[src/dlc_pkg.sv]
`default_nettype none

package dlc_pkg;

  localparam int DATA_W     = 16;  // Sample and packet width
  localparam int FIFO_DEPTH = 4;   // Entries in each FIFO

  // Raw input sample, two's complement
  typedef logic signed [DATA_W-1:0] sample_t;
  // Quantized level or signed level difference
  typedef logic signed [DATA_W-1:0] lvl_t;
  // Unsigned magnitude, also used for remainders and sample counts
  typedef logic [DATA_W-1:0] mag_t;
  typedef logic [DATA_W-1:0] pkt_t;  // Packed dt | dir | dlvl word
  typedef logic [3:0] shift_t;       // Shift amounts and field widths

  // Controller FSM
  typedef enum logic [1:0] {
    ST_RUN,       // Popping samples, normal packets
    ST_DLVL_OVF,  // Splitting a large delta level
    ST_DT_OVF     // Sending a time-only packet
  } dlc_state_e;

endpackage

`default_nettype wire

[src/dlc_fifo.sv]
`timescale 1ns/10ps
`default_nettype none

module dlc_fifo #(
  parameter int DEPTH = dlc_pkg::FIFO_DEPTH  // Power of two, 2 or more
) (
  input  logic          clk_i,
  input  logic          rst_ni,
  input  logic          push_i,
  input  dlc_pkg::pkt_t data_i,
  input  logic          pop_i,
  output dlc_pkg::pkt_t data_o,
  output logic          full_o,
  output logic          empty_o
);

  localparam int AW = $clog2(DEPTH);

  logic [AW-1:0] wr_ptr_q;  // Next free slot
  logic [AW-1:0] rd_ptr_q;  // Head slot
  logic [AW:0]   count_q;   // Extra bit tells full from empty
  logic          do_push;
  logic          do_pop;

  dlc_pkg::pkt_t mem_q [DEPTH];

  assign full_o  = (count_q == (AW+1)'(DEPTH));
  assign empty_o = (count_q == '0);

  // Requests against full or empty are dropped
  assign do_push = push_i && !full_o;
  assign do_pop  = pop_i && !empty_o;

  assign data_o = mem_q[rd_ptr_q];  // Registered head, no fall-through

  always_ff @(posedge clk_i or negedge rst_ni) begin
    if (!rst_ni) begin
      wr_ptr_q <= '0;
      rd_ptr_q <= '0;
      count_q  <= '0;
    end else begin
      if (do_push) wr_ptr_q <= wr_ptr_q + 1'b1;  // Wraps on power of two
      if (do_pop)  rd_ptr_q <= rd_ptr_q + 1'b1;
      case ({do_push, do_pop})
        2'b10:   count_q <= count_q + 1'b1;
        2'b01:   count_q <= count_q - 1'b1;
        default: count_q <= count_q;  // Both or neither
      endcase
    end
  end

  // Storage
  always_ff @(posedge clk_i) begin
    if (do_push) begin
      mem_q[wr_ptr_q] <= data_i;
    end
  end

endmodule

`default_nettype wire

[src/dlc_level_xing.sv]
`timescale 1ns/10ps
`default_nettype none

module dlc_level_xing (
  input  logic             clk_i,
  input  logic             rst_ni,
  input  dlc_pkg::sample_t sample_i,        // Input FIFO head
  input  logic             sample_valid_i,  // Head popped this cycle
  input  dlc_pkg::shift_t  cfg_log_wl_i,    // log2 of level width
  output logic             xing_o,
  output dlc_pkg::mag_t    dlvl_mag_o,
  output logic             dir_o            // 1 when level fell
);

  dlc_pkg::lvl_t din_lvl;     // Level of the head sample
  dlc_pkg::lvl_t curr_lvl_q;  // Level of the last crossing

  // One bit wider than a level, extreme levels cannot wrap
  logic signed [dlc_pkg::DATA_W:0] dlvl;

  // Arithmetic shift keeps negative samples on negative levels
  assign din_lvl = sample_i >>> cfg_log_wl_i;

  // Signed operands, sign-extended into the wide result
  assign dlvl = din_lvl - curr_lvl_q;

  // Sign-magnitude split
  assign dir_o      = dlvl[dlc_pkg::DATA_W];
  assign dlvl_mag_o = dlc_pkg::mag_t'(dir_o ? -dlvl : dlvl);  // Fits, max is 2^16-1

  // Crossing only on a consumed sample
  assign xing_o = sample_valid_i && (dlvl != '0);

  // Track the new level at each crossing
  always_ff @(posedge clk_i or negedge rst_ni) begin
    if (!rst_ni) begin
      curr_lvl_q <= '0;  // Start on level zero
    end else if (xing_o) begin
      curr_lvl_q <= din_lvl;
    end
  end

endmodule

`default_nettype wire

[src/dlc_ctrl.sv]
`timescale 1ns/10ps
`default_nettype none

module dlc_ctrl (
  input  logic            clk_i,
  input  logic            rst_ni,
  // Input FIFO side
  input  logic            in_empty_i,
  output logic            pop_o,
  // From level unit
  input  logic            xing_i,      // Already qualified by pop
  input  dlc_pkg::mag_t   dlvl_mag_i,
  input  logic            dir_i,
  // Output FIFO side
  input  logic            out_full_i,
  output logic            push_o,
  output dlc_pkg::pkt_t   pkt_o,
  // Config
  input  dlc_pkg::shift_t cfg_dlvl_bits_i,
  // Interrupt
  input  logic            intr_clr_i,
  output logic            xing_intr_o
);

  dlc_pkg::dlc_state_e state_q;
  dlc_pkg::dlc_state_e state_d;

  dlc_pkg::mag_t dlvl_max;    // All ones in the delta-level field
  dlc_pkg::mag_t dt_max;      // All ones in the delta-time field
  logic [4:0]    dt_shift;    // Delta-time field offset

  dlc_pkg::mag_t dt_cnt_q;    // Samples since last packet
  dlc_pkg::mag_t dt_cnt_inc;  // Count including the popped sample
  logic          dt_ovf;      // Count hit the field limit, no crossing

  dlc_pkg::mag_t rem_q;       // Delta level still to be sent
  dlc_pkg::mag_t rem_first;   // Remainder after the first chunk
  dlc_pkg::mag_t rem_next;    // Remainder after one more chunk
  logic          rem_big;     // Remainder needs another full chunk
  logic          dir_q;       // Direction of the split crossing
  logic          dlvl_ovf;    // Crossing too large for one packet

  dlc_pkg::mag_t pkt_dt;      // Packet field values before packing
  dlc_pkg::mag_t pkt_dlvl;
  logic          pkt_dir;

  // Field limits from the configured delta-level width
  assign dlvl_max = ~({dlc_pkg::DATA_W{1'b1}} << cfg_dlvl_bits_i);
  assign dt_shift = {1'b0, cfg_dlvl_bits_i} + 5'd1;  // Skip the direction bit
  assign dt_max   = {dlc_pkg::DATA_W{1'b1}} >> dt_shift;

  // Own incrementer and subtractors
  assign dt_cnt_inc = dt_cnt_q + 1'b1;
  assign rem_first  = dlvl_mag_i - dlvl_max;
  assign rem_next   = rem_q - dlvl_max;

  assign dlvl_ovf = xing_i && (dlvl_mag_i > dlvl_max);
  assign rem_big  = (rem_q > dlvl_max);
  assign dt_ovf   = pop_o && !xing_i && (dt_cnt_inc == dt_max);

  // Pop only in RUN with room for a packet
  assign pop_o = (state_q == dlc_pkg::ST_RUN) && !in_empty_i && !out_full_i;

  // Push and field selection per state
  always_comb begin
    push_o   = 1'b0;
    pkt_dt   = '0;
    pkt_dlvl = '0;
    pkt_dir  = 1'b0;
    case (state_q)
      dlc_pkg::ST_RUN: begin
        push_o   = xing_i;  // Normal packet or first chunk
        pkt_dt   = dt_cnt_inc;
        pkt_dlvl = dlvl_ovf ? dlvl_max : dlvl_mag_i;
        pkt_dir  = dir_i;
      end
      dlc_pkg::ST_DLVL_OVF: begin
        push_o   = !out_full_i;
        pkt_dlvl = rem_big ? dlvl_max : rem_q;  // Chunks follow with dt 0
        pkt_dir  = dir_q;
      end
      dlc_pkg::ST_DT_OVF: begin
        push_o = !out_full_i;
        pkt_dt = dt_max;  // Time-only packet
      end
      default: begin
        push_o = 1'b0;
      end
    endcase
  end

  // dt | dir | dlvl, dt loses any bits shifted past the top
  assign pkt_o = (pkt_dt << dt_shift)
               | (dlc_pkg::mag_t'(pkt_dir) << cfg_dlvl_bits_i)
               | (pkt_dlvl & dlvl_max);

  // Next state, everything holds while the output FIFO is full
  always_comb begin
    state_d = state_q;
    case (state_q)
      dlc_pkg::ST_RUN: begin
        if (dlvl_ovf)    state_d = dlc_pkg::ST_DLVL_OVF;
        else if (dt_ovf) state_d = dlc_pkg::ST_DT_OVF;
      end
      dlc_pkg::ST_DLVL_OVF: begin
        if (!out_full_i && !rem_big) state_d = dlc_pkg::ST_RUN;  // Last chunk sent
      end
      dlc_pkg::ST_DT_OVF: begin
        if (!out_full_i) state_d = dlc_pkg::ST_RUN;
      end
      default: state_d = dlc_pkg::ST_RUN;
    endcase
  end

  always_ff @(posedge clk_i or negedge rst_ni) begin
    if (!rst_ni) begin
      state_q  <= dlc_pkg::ST_RUN;
      dt_cnt_q <= '0;
    end else begin
      state_q <= state_d;
      if (pop_o) begin
        // Restart after any packet group
        dt_cnt_q <= (xing_i || dt_ovf) ? '0 : dt_cnt_inc;
      end
    end
  end

  // Overflow remainder and its direction
  always_ff @(posedge clk_i) begin
    if (pop_o && dlvl_ovf) begin
      rem_q <= rem_first;
      dir_q <= dir_i;
    end else if (state_q == dlc_pkg::ST_DLVL_OVF && !out_full_i) begin
      rem_q <= rem_next;
    end
  end

  // Sticky interrupt, a new crossing wins over clear
  always_ff @(posedge clk_i or negedge rst_ni) begin
    if (!rst_ni) begin
      xing_intr_o <= 1'b0;
    end else if (xing_i) begin
      xing_intr_o <= 1'b1;
    end else if (intr_clr_i) begin
      xing_intr_o <= 1'b0;
    end
  end

endmodule

`default_nettype wire

[src/dlc_top.sv]
`timescale 1ns/10ps
`default_nettype none

module dlc_top (
  input  logic             clk_i,
  input  logic             rst_ni,
  // Sample input port
  input  logic             in_push_i,
  input  dlc_pkg::sample_t in_data_i,
  output logic             in_full_o,
  // Packet output port
  input  logic             out_pop_i,
  output dlc_pkg::pkt_t    out_data_o,
  output logic             out_empty_o,
  // Static config
  input  dlc_pkg::shift_t  cfg_log_wl_i,
  input  dlc_pkg::shift_t  cfg_dlvl_bits_i,
  // Interrupt
  input  logic             intr_clr_i,
  output logic             xing_intr_o
);

  dlc_pkg::sample_t fifo_data;  // Input FIFO head
  logic             in_empty;
  logic             pop;        // Also marks the head as a valid sample
  logic             xing;
  dlc_pkg::mag_t    dlvl_mag;
  logic             dir;
  logic             out_full;
  logic             push;
  dlc_pkg::pkt_t    pkt;

  // Sample buffer
  dlc_fifo #(
    .DEPTH (dlc_pkg::FIFO_DEPTH)
  ) in_fifo_i (
    .clk_i   (clk_i),
    .rst_ni  (rst_ni),
    .push_i  (in_push_i),
    .data_i  (in_data_i),
    .pop_i   (pop),
    .data_o  (fifo_data),
    .full_o  (in_full_o),
    .empty_o (in_empty)
  );

  dlc_level_xing level_xing_i (
    .clk_i          (clk_i),
    .rst_ni         (rst_ni),
    .sample_i       (fifo_data),
    .sample_valid_i (pop),
    .cfg_log_wl_i   (cfg_log_wl_i),
    .xing_o         (xing),
    .dlvl_mag_o     (dlvl_mag),
    .dir_o          (dir)
  );

  dlc_ctrl ctrl_i (
    .clk_i           (clk_i),
    .rst_ni          (rst_ni),
    .in_empty_i      (in_empty),
    .pop_o           (pop),
    .xing_i          (xing),
    .dlvl_mag_i      (dlvl_mag),
    .dir_i           (dir),
    .out_full_i      (out_full),
    .push_o          (push),
    .pkt_o           (pkt),
    .cfg_dlvl_bits_i (cfg_dlvl_bits_i),
    .intr_clr_i      (intr_clr_i),
    .xing_intr_o     (xing_intr_o)
  );

  // Packet buffer
  dlc_fifo #(
    .DEPTH (dlc_pkg::FIFO_DEPTH)
  ) out_fifo_i (
    .clk_i   (clk_i),
    .rst_ni  (rst_ni),
    .push_i  (push),
    .data_i  (pkt),
    .pop_i   (out_pop_i),
    .data_o  (out_data_o),
    .full_o  (out_full),
    .empty_o (out_empty_o)
  );

endmodule

`default_nettype wire

[config.mk]
export PLATFORM = sky130hd
export DESIGN_NAME = dlc_top
export DESIGN_NICKNAME = d
export VERILOG_FILES = /design/src/dlc_pkg.sv /design/src/dlc_fifo.sv /design/src/dlc_level_xing.sv /design/src/dlc_ctrl.sv /design/src/dlc_top.sv
export SDC_FILE = /design/constraint.sdc
export NUM_CORES = 1
export LEC_CHECK = 0
export BUFFER_PORTS_ARGS = -buffer_cell sky130_fd_sc_hd__buf_2
export CORE_MARGIN = 1.5
export CORE_UTILIZATION = 56
export DETAILED_ROUTE_END_ITERATION = 10
export GPL_ROUTABILITY_DRIVEN = 0
export HOLD_SLACK_MARGIN = 0.15
export PLACE_DENSITY = 0.76
export SYNTH_ARGS = -nofsm -noshare
export SYNTH_HDL_FRONTEND = slang
export SYNTH_SLANG_ARGS = --single-unit
export TNS_END_PERCENT = 10
[constraint.sdc]
create_clock -name clk_i -period 7.65 [get_ports clk_i]
set_input_delay 2.295 -clock clk_i [delete_from_list [all_inputs] [get_ports clk_i]]
set_output_delay 2.295 -clock clk_i [all_outputs]
set_load 0.02 [all_outputs]
## Yosys cells after proc, flatten, opt, wreduce, memory -nomap -nowiden

Memories as Yosys holds them, arrays and structs flattened.
Index checks and enable logic that the tools add are counted.

| storage, ports and cells | value |
|---|---|
| register bits | 66 |
| latch bits | 0 |
| RAM bits | 128 |
| bits in read-only memories | 0 |
| input bits | 29 |
| output and inout port bits | 19 |
| logic and storage cells | 104 |
| memories | 2 |

Memory list:

| memory | words | bits a word | rd ports | clocked after Yosys merged registers in | write ports | line | RTL |
|---|---|---|---|---|---|---|---|
| in_fifo_i.mem_q | 4 | 16 | 1 | 0 | 1 | dlc_fifo.sv:25 | `dlc_pkg::pkt_t mem_q [DEPTH];` |
| out_fifo_i.mem_q | 4 | 16 | 1 | 0 | 1 | dlc_fifo.sv:25 |  |

| operators by class | value |
|---|---|
| $add $sub $neg | 14 |
| multiply operators | 0 |
| div/mod/pow operators | 0 |
| order comparisons | 2 |
| equal/unequal tests | 12 |
| shift-type cells | 5 |
| muxes and demuxes | 23 |
| bitwise logic cells | 4 |
| reduce and logical (&&, ||, !) cells | 30 |

Operator list:

| cell | number |
|---|---|
| two-way mux 16 bit | 6 |
| case mux 16 bit (2 select lines) | 2 |
| > comparator 16 bit | 2 |
| bitwise OR 16 bit | 2 |
| subtractor 16 bit | 2 |
| nonzero test 17 bit | 1 |
| subtractor 16 x 16 -> 17 bit | 1 |
| adder 16 x 1 -> 16 bit (second input constant) | 1 |
| AND 16 bit | 1 |
| equality test 16 bit | 1 |
| negation 16 bit | 1 |
| NOT 16 bit | 1 |
| left shift 1 x 4 -> 16 bit | 1 |
| left shift 16 x 4 -> 16 bit (first input constant) | 1 |
| left shift 16 x 5 -> 16 bit | 1 |
| >> shifter 16 x 5 -> 16 bit (first input constant) | 1 |
| >>> shifter 16 x 4 -> 16 bit | 1 |
| logical AND 1 bit | 13 |
| case mux 3 bit (2 select lines) | 2 |
| adder 2 x 1 -> 2 bit (second input constant) | 4 |
| two-way mux 2 bit | 4 |
| nonzero test 2 bit | 4 |
| adder 3 x 1 -> 3 bit (second input constant) | 2 |
| equality test 2 x 1 -> 1 bit (second input constant) | 3 |
| 16 further kinds | 32 |

## Longest topological paths before layout

Gate-level depths: netlist (run 1).

| depth | value |
|---|---|
| word-level depth | 11 |
| depth in mapped cells | 37 |
| depth with buffers taken out | 33 |

## By module

From an unflattened synthesis (run 1), not the netlist that was laid out.

| second synthesis, totals | value |
|---|---|
| cell total of the unflattened synthesis | 1,254 |
| area total of the unflattened synthesis | 13,499.2 µm² |

By module, submodules not included:

| module | times used | cells an instance | area an instance (µm²) | seq. area each (µm²) |
|---|---|---|---|---|
| dlc_ctrl | 1 | 707 | 5,363.9 | 985.9 |
| dlc_fifo (in_fifo_i) | 1 | 121 | 2,775.2 | 2,097.0 |
| dlc_fifo (out_fifo_i) | 1 | 122 | 2,773.9 | 2,097.0 |
| dlc_level_xing | 1 | 304 | 2,586.2 | 400.4 |

## Worst setup path after synthesis (run 1)

No wires, ideal clock.

| path | value |
|---|---|
| kind | input-to-reg |
| start point | input cfg_log_wl_i[0] |
| end point | register ctrl_i.rem_q[0] (enable) |
| setup time | 362 ps |
| arrival time | 8,566 ps |
| required time | 7,288 ps |
| path slack | -1,278 ps |
| cell stages on the path | 33 |
| path buffers | 4 |
| cells stage by stage | clkbuf_1 clkbuf_1 mux2i_1 nand2_1 o21ai_0 nor2_1 a21oi_1 nor2_1 a21oi_1 ha_1 inv_1 fa_1 a211oi_2 o21ai_1 nand2_1 o21a_1 nand2b_1 a21oi_2 inv_1 clkbuf_1 o21ai_0 fa_1 a21oi_1 o21ai_0 a21oi_1 a21oi_1 a221oi_1 o21ai_0 a21o_1 o41a_1 o21ai_4 buf_2 nand2_1 |

| between the ends | value |
|---|---|
| elaborated cells on any way between the ends | 10 |
| those cells by class | add/sub: 2; order compare: 1; shift: 1; mux: 1; reduce/logical: 5 |

RTL lines:

| what | line | RTL |
|---|---|---|
| start: declaration | dlc_top.sv:16 | `input dlc_pkg::shift_t cfg_log_wl_i,` |
| >>> shifter 16 x 4 -> 16 bit * | dlc_level_xing.sv:22 | `assign din_lvl = sample_i >>> cfg_log_wl_i;` |
| subtractor 16 x 16 -> 17 bit * | dlc_level_xing.sv:25 | `assign dlvl = din_lvl - curr_lvl_q;` |
| net ctrl_i.dir_i | dlc_ctrl.sv:13 | `input logic dir_i,` |
| two-way mux 16 bit / nonzero test 17 bit (equally long branches) | dlc_level_xing.sv:29, dlc_level_xing.sv:32 |  |
| > comparator 16 bit / logical AND 1 bit (equally long branches) | dlc_ctrl.sv:57, dlc_level_xing.sv:32 |  |
| logical AND 1 bit * | dlc_ctrl.sv:57 | `assign dlvl_ovf = xing_i && (dlvl_mag_i > dlvl_max);` |
| logical AND 1 bit * | dlc_ctrl.sv:130 | `if (pop_o && dlvl_ovf) begin` |
| nonzero test 2 bit (no line) * | - |  |
| end signal: assignment | dlc_ctrl.sv:131 | `rem_q <= rem_first;` |
| end signal: assignment | dlc_ctrl.sv:134 | `rem_q <= rem_next;` |
| end: declaration | dlc_ctrl.sv:36 | `dlc_pkg::mag_t rem_q;` |

Mark *: on every way through the listed nets, which the timed path passes. The rest lies on a longest branch.
A chain may end at the register's enable or synchronous reset.

## Worst setup path in the final report (run 1)

| path | value |
|---|---|
| start point | input cfg_log_wl_i[1] |
| end point | memory out_fifo_i.mem_q[1][6] (netlist bit) (data pin) |

| between the ends | value |
|---|---|
| cells in the longest elaborated chain, start to end | 10 |
| elaborated cells on any way between the ends | 15 |
| those cells by class | add/sub: 2; order compare: 1; shift: 2; mux: 4; bitwise: 3; reduce/logical: 3 |

RTL lines:

| what | line | RTL |
|---|---|---|
| >>> shifter 16 x 4 -> 16 bit * | dlc_level_xing.sv:22 |  |
| net level_xing_i.din_lvl[2] | dlc_level_xing.sv:15 | `dlc_pkg::lvl_t din_lvl;` |
| subtractor 16 x 16 -> 17 bit * | dlc_level_xing.sv:25 |  |
| negation 16 bit | dlc_level_xing.sv:29 | `assign dlvl_mag_o = dlc_pkg::mag_t'(dir_o ? -dlvl : dlvl);` |
| two-way mux 16 bit | dlc_level_xing.sv:29 |  |
| > comparator 16 bit | dlc_ctrl.sv:57 |  |
| logical AND 1 bit | dlc_ctrl.sv:57 |  |
| two-way mux 16 bit | dlc_ctrl.sv:74 | `pkt_dlvl = dlvl_ovf ? dlvl_max : dlvl_mag_i;` |
| case mux 16 bit (2 select lines) | dlc_ctrl.sv:70 | `case (state_q)` |
| AND 16 bit | dlc_ctrl.sv:95 | `\| (pkt_dlvl & dlvl_max);` |
| bitwise OR 16 bit * | dlc_ctrl.sv:95 |  |
| net ctrl_i.pkt_o[6] | dlc_ctrl.sv:17 | `output dlc_pkg::pkt_t pkt_o,` |
| end: declaration | dlc_fifo.sv:25 |  |

Marked as above.

==> impl_metrics.json, run 1 <==
{
  "htreeDepth": 4,
  "numPortBuffers": 47,
  "drive_above_1_share_pct": 28.9,
  "seq_area_frac_synth_pct": 43.4,
  "clkSinkCount": 194,
  "nNetsFinal": 1522,
  "num_vias": 10800,
  "min_path_type": "reg2reg",
  "clkTransAtPathRegs_ps": 80,
  "cts_root_buffer": "clkbuf_16",
  "antenna_found_initial": 0,
  "yosysUniqueCellTypes": 93,
  "max_freq_mhz": 131,
  "setup_violations": 0,
  "syn2layout_area_growth_pct": 22.6,
  "fp-row-count": 55,
  "gr-total-overflow": 0,
  "synthCells": 1221,
  "slew_viol_final": 0,
  "drt_wl_total_mm": 35.2,
  "synth_edf_count": 145,
  "fp.dieH_um": 155,
  "grt_max_degree": 50,
  "fillers": 1607,
  "start_kind": "input pin",
  "status": "complete, no violations",
  "cpMaxStageDelayCell": "nor3_1",
  "max_cap_violations": 0,
  "period_minus_slack_ps": 7640,
  "required_ps": 7850,
  "clock_latency_ps": 460,
  "drc": 0,
  "synth_area_per_cell_um2": 10.5,
  "worstSetupPathType": "in2reg",
  "start_util_pct": 57.0,
  "synth-async-reset-ratio_pct": 25.3,
  "coreArea_um2": 22600,
  "synth_seq_cells": 194,
  "cts_buffer_depth": 2,
  "cts_tree": "built",
  "grt.total_usage_pct": 28.5,
  "syn_area_um2": 12900,
  "drt_iter0_markers": 1002,
  "fin_worst_skew_ps": 17.5,
  "syn-num-nets": 1321,
  "relSlewSlack_pct": 20.2,
  "die_x_um": 155,
  "detail-route-antenna-nets": 0,
  "tightest_slew_ps": 1200,
  "die_area_um2": 23900,
  "crit_fanout": 7,
  "endpoint_kind": "flip-flop",
  "crit_path_max_incr_delay_ps": 540,
  "cp.arrival_ps": 7830,
  "grt_setup_unrepaired": "true",
  "timing.final.crit_share_pct": 99.8,
  "grt_pass1_vias": 10400,
  "final-hold-violation-count": 0,
  "cts_buffers": 17,
  "antenna_cells": 0,
  "pin_count": 48,
  "hpwlAfterDp_mm": 24.5,
  "vias_per_cell": 6.27,
  "grt_pass1_wl_mm": 53.5,
  "hold_ws_ps": 485,
  "reg2reg_slack_ps": 740,
  "wl_per_cell_um": 20.5,
  "synth-main-ff-cell": "edfxtp_1",
  "ys_warn_count": 0,
  "dr.pass1.iters": 5
}
## flip-flops by register name (all words and copies together), names as in the netlist
name / cells
ctrl_i.state_q: 2
ctrl_i.xing_intr_o: 1
level_xing_i.curr_lvl_q: 16
in_fifo_i.rd_ptr_q: 2
ctrl_i.dir_q: 1
in_fifo_i.mem_q: 64
out_fifo_i.count_q: 3
ctrl_i.rem_q: 16
in_fifo_i.count_q: 3
out_fifo_i.rd_ptr_q: 2
out_fifo_i.wr_ptr_q: 2
out_fifo_i.mem_q: 64
in_fifo_i.wr_ptr_q: 2
ctrl_i.dt_cnt_q: 16
## metal layers
layer / GRT usage (%) / part of all wire, % / vias to the layer above
li1: - / - / 4917
met1: 35.3 / 39 / 5223
met2: 49.7 / 50 / 513
met3: 4.23 / 6.4 / 137
met4: 12.6 / 4.4 / 0
met5: 0 / 0 / -
## placed cells by master, fill, tap and decap left out, types with 6 or more instances in the layout
cell type,count
o21a_1,18
o31ai_1,13
o21ai_2,10
xnor2_1,50
a211oi_1,7
mux4_2,32
mux2_2,14
a21o_1,13
nand3_1,15
nand4_1,11
nor3_1,23
ha_1,62
nand2b_1,11
and3_1,14
mux2_4,6
o21ai_0,74
a22oi_1,8
a21oi_2,9
buf_2,46
buf_4,188
nand2_1,124
mux2i_1,25
inv_1,62
nor2b_1,8
o21bai_1,7
nor2_1,72
o22ai_1,11
edfxtp_1,145
o21ai_1,25
nor4_1,6
inv_12,6
and2_1,15
clkbuf_16,18
xor2_1,28
a21oi_1,47
dfrtp_1,49
## cells by family (layout without fill, tap and decap cells)
group	count (synthesis)	count (layout)	synth area share [%]
fa+ha+maj	71	71	7.19
mux	83	83	9.77
simple gates	338	338	12.9
buf+inv	129	343	3.97
flops	194	194	43.4
xor+xnor	88	88	6.66
compound gates	318	318	16.2
## repair_timing
action                     CTS  global route
hold buffers                 0             0
resized for setup           12            76
setup endpoints to repair   73            95
buffers inserted             0            12
pin swaps                    2            36
cloned                       0             2
## synth_stat cells, drive strengths merged (10+ instances only)
cell type	instances	share of area, %
a21o	13	0.76
a21oi	60	2.4
a31oi	10	0.65
and2	15	0.73
and3	14	0.68
buf	14	0.59
clkbuf	45	1.3
dfrtp	49	9.5
edfxtp	145	34
ha	66	6.4
inv	66	1.9
mux2	21	1.8
mux2i	30	2.3
mux4	32	5.6
nand2	127	3.7
nand2b	13	0.69
nand3	15	0.58
nand4	11	0.53
nor2	75	2.2
nor3	27	1.3
nor4	10	0.70
o21a	18	1.0
o21ai	110	4.4
o22ai	12	0.63
o31ai	16	0.97
xnor2	54	3.8
xor2	29	2.0
## worst max-delay path: cells and delay by family
family                   cells  cell delay, ps
XOR/XNOR                     1             240
AND/OR/NAND/NOR              8            1920
adder cells (fa/ha/maj)      2             550
buffers and inverters        5             790
AO/OA/AOI/OAI               12            2010
## final cells by class
class | instances | area, um^2 | area share (%)
inverters | 70 | 270 | 1.71
well taps | 285 | 357 | 2.26
clock inverters | 15 | 235 | 1.49
flip-flops and latches | 194 | 5580 | 35.4
clock buffers | 17 | 425 | 2.70
repair inverters | 1 | 6.26 | 0.0397
repair buffers | 240 | 1740 | 11.0
multi-input cells | 898 | 7160 | 45.4
## through the flow
stage	area (um^2)	cells	setup WS (ps)	setup TNS, ps	util (%)
after CTS	15300	1706	56.5	0	67.8
after floorplan	13000	1221	-209	-4810	-
after detailed placement	14600	1674	-578	-42120	64.8
after global placement	14600	1674	-378	-25910	64.8
final	15800	1720	12.5	0	69.9
after global routing	15800	1720	-190	-8640	69.9
## final timing paths
| kind | startpoint | end | cells past startpoint |
|---|---|---|---|
| max in group asynchronous | rst_ni | out_fifo_i.rd_ptr_q[1] | 2 |
| hold / removal | ctrl_i.xing_intr_o | ctrl_i.xing_intr_o | 1 |
| min in group asynchronous | rst_ni | level_xing_i.curr_lvl_q[5] | 2 |
| hold reg to reg | ctrl_i.xing_intr_o | ctrl_i.xing_intr_o | 1 |
| setup reg to reg | in_fifo_i.rd_ptr_q[0] | out_fifo_i.mem_q[1][6] | 31 |
| setup / recovery | cfg_log_wl_i[1] | out_fifo_i.mem_q[1][6] | 28 |
Power of run 1 is not shown: default switching activity piles up to over one toggle a cycle in this logic, so the estimate is an artifact.
==> run 2: changes to the inputs <==
--- a/config.mk
+++ b/config.mk
@@ -6,12 +6,14 @@
 export NUM_CORES = 1
 export LEC_CHECK = 0
 export BUFFER_PORTS_ARGS = -buffer_cell sky130_fd_sc_hd__buf_2
+export CORE_ASPECT_RATIO = 1.4
 export CORE_MARGIN = 1.5
 export CORE_UTILIZATION = 56
 export DETAILED_ROUTE_END_ITERATION = 10
 export GPL_ROUTABILITY_DRIVEN = 0
 export HOLD_SLACK_MARGIN = 0.15
 export PLACE_DENSITY = 0.76
+export SETUP_SLACK_MARGIN = 0.1
 export SYNTH_ARGS = -nofsm -noshare
 export SYNTH_HDL_FRONTEND = slang
 export SYNTH_SLANG_ARGS = --single-unit
==> run 2 against run 1 <==
Against the previous run:
- via count decreased by 4.3%
- first-iteration DRC count decreased by 12%
- maximum frequency increased by 3.7%
- sequential share of layout area increased by 0.77 points
- worst hold slack got worse by 6.4 ps
- die area about the same
- non-clock buffer count decreased by 26
- cell count decreased by 0.64%
- critical path type unchanged
==> impl_metrics.json, run 2 (synthesis results as in run 1) <==
{
  "status": "complete, no violations",
  "max_cap_violations": 0,
  "setup_violations": 0,
  "crit_fanout": 10,
  "vias_per_cell": 6.04,
  "clkSinkCount": 194,
  "syn2layout_area_growth_pct": 20.0,
  "wl_per_cell_um": 19.6,
  "fp-row-count": 65,
  "drt_wl_total_mm": 33.5,
  "crit_path_max_incr_delay_ps": 420,
  "htreeDepth": 4,
  "grt_setup_unrepaired": "false",
  "min_path_cells": 1,
  "rr_endpoint": "out_fifo_i.mem_q[0][6]",
  "min_from": "ctrl_i.xing_intr_o",
  "period_minus_slack_ps": 7370,
  "nNetsFinal": 1495,
  "worst_hold_path.endpoint": "ctrl_i.xing_intr_o",
  "fp.dieH_um": 182,
  "fin_worst_skew_ps": 11.8,
  "grt_pass1_vias": 10500,
  "cts_hold_buf": 0,
  "numPortBuffers": 47,
  "r2r_cells": 24,
  "relSlewSlack_pct": 17.1,
  "cts_root_buffer": "clkbuf_16",
  "drive_above_1_share_pct": 27.0,
  "worstSetupPathType": "in2reg",
  "endpoint_kind": "flip-flop",
  "reg2reg_slack_ps": 910,
  "die_x_um": 131,
  "min_path_type": "reg2reg",
  "cp-startpoint": "cfg_log_wl_i[0]",
  "drc": 0,
  "final-hold-violation-count": 0,
  "critPathTopFamily": "compound AO/OA/AOI/OAI gates",
  "die_area_um2": 23900,
  "timing.final.crit_share_pct": 96.3,
  "tightest_slew_ps": 1240,
  "grt_max_degree": 50,
  "clock_latency_ps": 460,
  "antenna_found_initial": 0,
  "biggestRegsByFlops": "in_fifo_i.mem_q x64, out_fifo_i.mem_q x64",
  "max_freq_mhz": 136,
  "cp_num_buf_inv": 4,
  "cts_buffer_depth": 2,
  "drt_iter0_markers": 884,
  "hpwlAfterDp_mm": 24.8,
  "cts_buffers": 17,
  "detail-route-antenna-nets": 0,
  "antenna_cells": 0,
  "cts_tree": "built",
  "clkTransAtPathRegs_ps": 70,
  "required_ps": 7840,
  "grt.total_usage_pct": 28.5,
  "pin_count": 48,
  "stdcell_area_um2": 15400,
  "start_util_pct": 57.1,
  "dpl_cell_area_um2": 14500,
  "reg2reg_from": "in_fifo_i.rd_ptr_q[1]",
  "grt_pass1_wl_mm": 53.2,
  "cp.arrival_ps": 7560,
  "dr.pass1.iters": 6,
  "gr-total-overflow": 0,
  "start_kind": "input pin",
  "num_vias": 10300,
  "slew_viol_final": 0,
  "coreArea_um2": 22500,
  "final_common_cell": "buf_4",
  "layout_common_cells": "buf_4, edfxtp_1, nand2_1",
  "cpMaxStageDelayCell": "or3b_4"
}
[run 2: worst max path at each step]
stage                               to  slack [ps]  cells after the start
5_1_grt         out_fifo_i.mem_q[3][6]          20                     29
3_3_place_gp    out_fifo_i.mem_q[0][6]        -340                     28
4_1_cts         out_fifo_i.mem_q[0][6]         100                     31
6_report        out_fifo_i.mem_q[0][6]         280                     29
2_1_floorplan   out_fifo_i.mem_q[0][6]        -210                     34
3_5_place_dp   out_fifo_i.mem_q[2][13]        -470                     31
[run 2: worst reg2reg max path: stages, from the launching register on]
cell,delay (ps)
dfrtp_1,890
mux4_2,480
mux2_4,320
or2_2,320
a31oi_1,240
o21ai_1,110
ha_1,370
and4_1,240
o211ai_1,160
nand4b_1,210
mux2i_1,160
or3_4,400
or2_4,270
nand2_2,80
xnor2_2,80
ha_1,350
a21o_1,230
a221oi_4,320
o21ai_2,90
a21o_1,160
o41a_1,130
o21ai_4,240
inv_4,60
o221ai_1,160
or3b_4,420
[run 2: per-stage QoR]
step	std cells	TNS [ps]	setup WS (ps)	util [%]	hold slack (ps)
2_1_floorplan	1221	-4810	-209	-	448
3_3_place_gp	1670	-21340	-337	64.4	460
3_5_place_dp	1670	-31350	-471	64.4	464
4_1_cts	1702	0	102	67.1	482
5_1_grt	1709	0	22.4	68.5	500
6_report	1709	0	283	68.5	478
[run 2: per-layer routing]
metal  track usage, %  routed length (um)  up-vias
met5                0                   0        -
met4             20.0                2550        0
met3             5.39                1790      168
met2             52.8               17600      438
met1             28.6               11600     4837
li1                 -                   -     4882
[run 2: what timing repair did]
action | in CTS | in global routing
resized for setup | 7 | 65
setup buffers | 0 | 7
gates cloned | 0 | 0
setup endpoints to repair | 81 | 95
pin swaps | 0 | 32
[run 2: cell type report]
class                   count  area (um^2)
flip-flops and latches    194         5580
fillers                  1639         7090
multi-input cells         898         7100
well taps                 301          377
inverters                  70          272
clock buffers              18          429
clock inverters            14          160
repair buffers            214         1520
Power of run 2 is left out for the same reason.
==> run 3: changes to the inputs <==
--- a/config.mk
+++ b/config.mk
@@ -16,5 +16,6 @@
 export SETUP_SLACK_MARGIN = 0.1
 export SYNTH_ARGS = -nofsm -noshare
 export SYNTH_HDL_FRONTEND = slang
+export SYNTH_HIERARCHICAL = 1
 export SYNTH_SLANG_ARGS = --single-unit
 export TNS_END_PERCENT = 10
==> run 3 against run 2 <==
Against the previous run:
- sequential cell count did not move
- worst setup slack got worse by 190 ps
- synthesized cell count rose by 2.7%
- first-iteration DRC count rose by 14%
- register-to-register slack got worse by 440 ps
- die area rose by 4.8%
- cell count rose by 1.9%
- count of clock-buffer cells in the layout fell by 1
- area after synthesis rose by 4.9%
- sequential share of layout area fell by 1.2 points
- non-clock buffer count fell by 2
- global-route usage rose by 0.59 points
- critical endpoint is now out_fifo_i/mem_q[1][11]
- largest cell class unchanged
==> impl_metrics.json, run 3 <==
{
  "status": "complete, no violations",
  "syn2layout_area_growth_pct": 18.4,
  "setup_violations": 0,
  "synth_edf_count": 145,
  "synth_seq_cells": 194,
  "grt.total_usage_pct": 29.1,
  "tightest_slew_ps": 1010,
  "wl_per_cell_um": 21.1,
  "min_path_cells": 1,
  "grt_setup_unrepaired": "true",
  "reg2reg_slack_ps": 470,
  "hpwlAfterDp_mm": 27.0,
  "worstSetupPathType": "in2reg",
  "max_cap_violations": 0,
  "worst_hold_path.endpoint": "level_xing_i/curr_lvl_q[10]",
  "post-synth-top-area-cell": "edfxtp_1",
  "numPortBuffers": 47,
  "coreArea_um2": 23800,
  "cp.arrival_ps": 7730,
  "seq_area_frac_synth_pct": 41.3,
  "grt_pass1_wl_mm": 56.4,
  "cpMaxStageDelayCell": "mux4_2",
  "die_area_um2": 25100,
  "cts_tree": "built",
  "antenna_found_initial": 0,
  "fp-row-count": 67,
  "synthCells": 1254,
  "endpoint_kind": "flip-flop",
  "rr_endpoint": "out_fifo_i/mem_q[1][11]",
  "htreeDepth": 4,
  "yosys-top-cells-area": "edfxtp_1, dfrtp_1, ha_1, mux4_2, xnor2_1",
  "drt_wl_total_mm": 36.7,
  "synth_top_cell_area_share_pct": 32.3,
  "slew_viol_final": 0,
  "relSlewSlack_pct": 32.4,
  "drive_above_1_share_pct": 26.0,
  "cts_root_buffer": "clkbuf_16",
  "syn_area_um2": 13500,
  "period_minus_slack_ps": 7550,
  "fin_worst_skew_ps": 12.3,
  "final-hold-violation-count": 0,
  "layout_common_cells": "buf_4, edfxtp_1, nor2_1",
  "synth-async-reset-ratio_pct": 25.3,
  "synth_area_per_cell_um2": 10.8,
  "r2r_cells": 26,
  "cp-startpoint": "cfg_log_wl_i[0]",
  "required_ps": 7830,
  "synth_common_cells": "edfxtp_1, nor2_1, nand2_1",
  "nNetsFinal": 1519,
  "stdcell_area_um2": 16000,
  "crit_path_max_incr_delay_ps": 520,
  "cts_buffers": 17,
  "synth_most_common_cell": "edfxtp_1",
  "synth-main-ff-cell": "edfxtp_1",
  "ys_warn_count": 6,
  "reg2reg_from": "in_fifo_i/rd_ptr_q[0]",
  "crit_fanout": 5,
  "syn-num-nets": 1354,
  "drt_iter0_markers": 1012,
  "clock_latency_ps": 450,
  "dpl_cell_area_um2": 15100,
  "grt_max_degree": 50,
  "start_kind": "input pin",
  "num_vias": 11000,
  "clkTransAtPathRegs_ps": 80,
  "fp.dieH_um": 187,
  "gr-total-overflow": 0,
  "cts_buffer_depth": 2,
  "max_freq_mhz": 132,
  "vias_per_cell": 6.30,
  "die_x_um": 134,
  "yosysUniqueCellTypes": 91,
  "dr.pass1.iters": 6,
  "clkSinkCount": 194,
  "antenna_cells": 0,
  "detail-route-antenna-nets": 0,
  "timing.final.crit_share_pct": 98.7,
  "final_common_cell": "buf_4",
  "biggestRegsByFlops": "in_fifo_i/mem_q x64, out_fifo_i/mem_q x64",
  "min_from": "level_xing_i/curr_lvl_q[10]",
  "hold_ws_ps": 515,
  "drc": 0,
  "min_path_type": "reg2reg",
  "start_util_pct": 56.7,
  "pin_count": 48,
  "grt_pass1_vias": 10800
}
run 3: cell types whose count changed after synthesis, sizes merged, moves of 11 or more:
cell,previous run,this run
a21oi,60,74
a22oi,8,23
a31oi,10,22
buf,14,27
nand2,127,82
nand3,15,26
nor2,75,91
o21ai,110,69
run 3: cells by family (layout without fill, tap and decap cells):
kind of cell    Yosys count  in the layout  synth area share, %
compound gates          320            320                 16.1
xor+xnor                 83             83                 5.39
fa+ha+maj                71             71                 6.86
buf+inv                 138            316                 4.64
flops                   194            194                 41.3
mux                     102            102                 12.4
simple gates            346            346                 13.2
run 3: metal layers:
| metal | track usage, % | vias up | share of wire [%] |
|---|---|---|---|
| met4 | 18.7 | 0 | 6.9 |
| li1 | - | 5094 | - |
| met5 | 0 | - | 0 |
| met3 | 4.27 | 146 | 5.2 |
| met2 | 52.6 | 477 | 52 |
| met1 | 31.2 | 5263 | 35 |
run 3: worst max-delay path: cells and delay by family:
family / cells / cell delay (ps)
mux: 2 / 810
xor+xnor: 2 / 490
buf+inv: 6 / 770
simple gates: 3 / 710
fa+ha+maj: 3 / 910
compound gates: 10 / 1730
run 3: cell type report:
| type | count | area, um^2 |
|---|---|---|
| tap | 310 | 388 |
| clock inverter | 15 | 161 |
| inverter | 72 | 274 |
| sequential | 194 | 5580 |
| timing repair buffer | 212 | 1580 |
| multi-input combinational | 922 | 7570 |
| fill | 1761 | 7830 |
| clock buffer | 17 | 425 |
run 3: what timing repair did:
item / in CTS / in global routing
endpoints found under the setup margin: 29 / 93
buffers inserted: 0 / 10
pin swaps: 0 / 28
hold endpoints to repair: 0 / 0
cloned: 0 / 1
resized for setup: 4 / 49
hold buffers: 0 / 0
run 3: worst max path at each step:
stage | slack [ps] | endpoint | cells past startpoint
3_3_place_gp | -290 | out_fifo_i/mem_q[0][14] | 23
4_1_cts | 130 | out_fifo_i/mem_q[1][12] | 26
3_5_place_dp | -380 | out_fifo_i/mem_q[0][14] | 21
2_1_floorplan | 40 | out_fifo_i/mem_q[0][0] | 26
6_report | 100 | out_fifo_i/mem_q[1][11] | 26
5_1_grt | -70 | out_fifo_i/mem_q[1][12] | 28
run 3: through the flow:
stage / TNS, ps / util [%] / worst slack, ps / instances
after global placement: -12870 / 63.2 / -290 / 1699
final: 0 / 67.1 / 96.6 / 1742
after floorplan: 0 / - / 37.7 / 1254
after detailed placement: -21240 / 63.2 / -382 / 1699
after CTS: 0 / 65.8 / 130 / 1731
after global routing: -1810 / 67.1 / -70.9 / 1742
Power of run 3 is left out for the same reason.
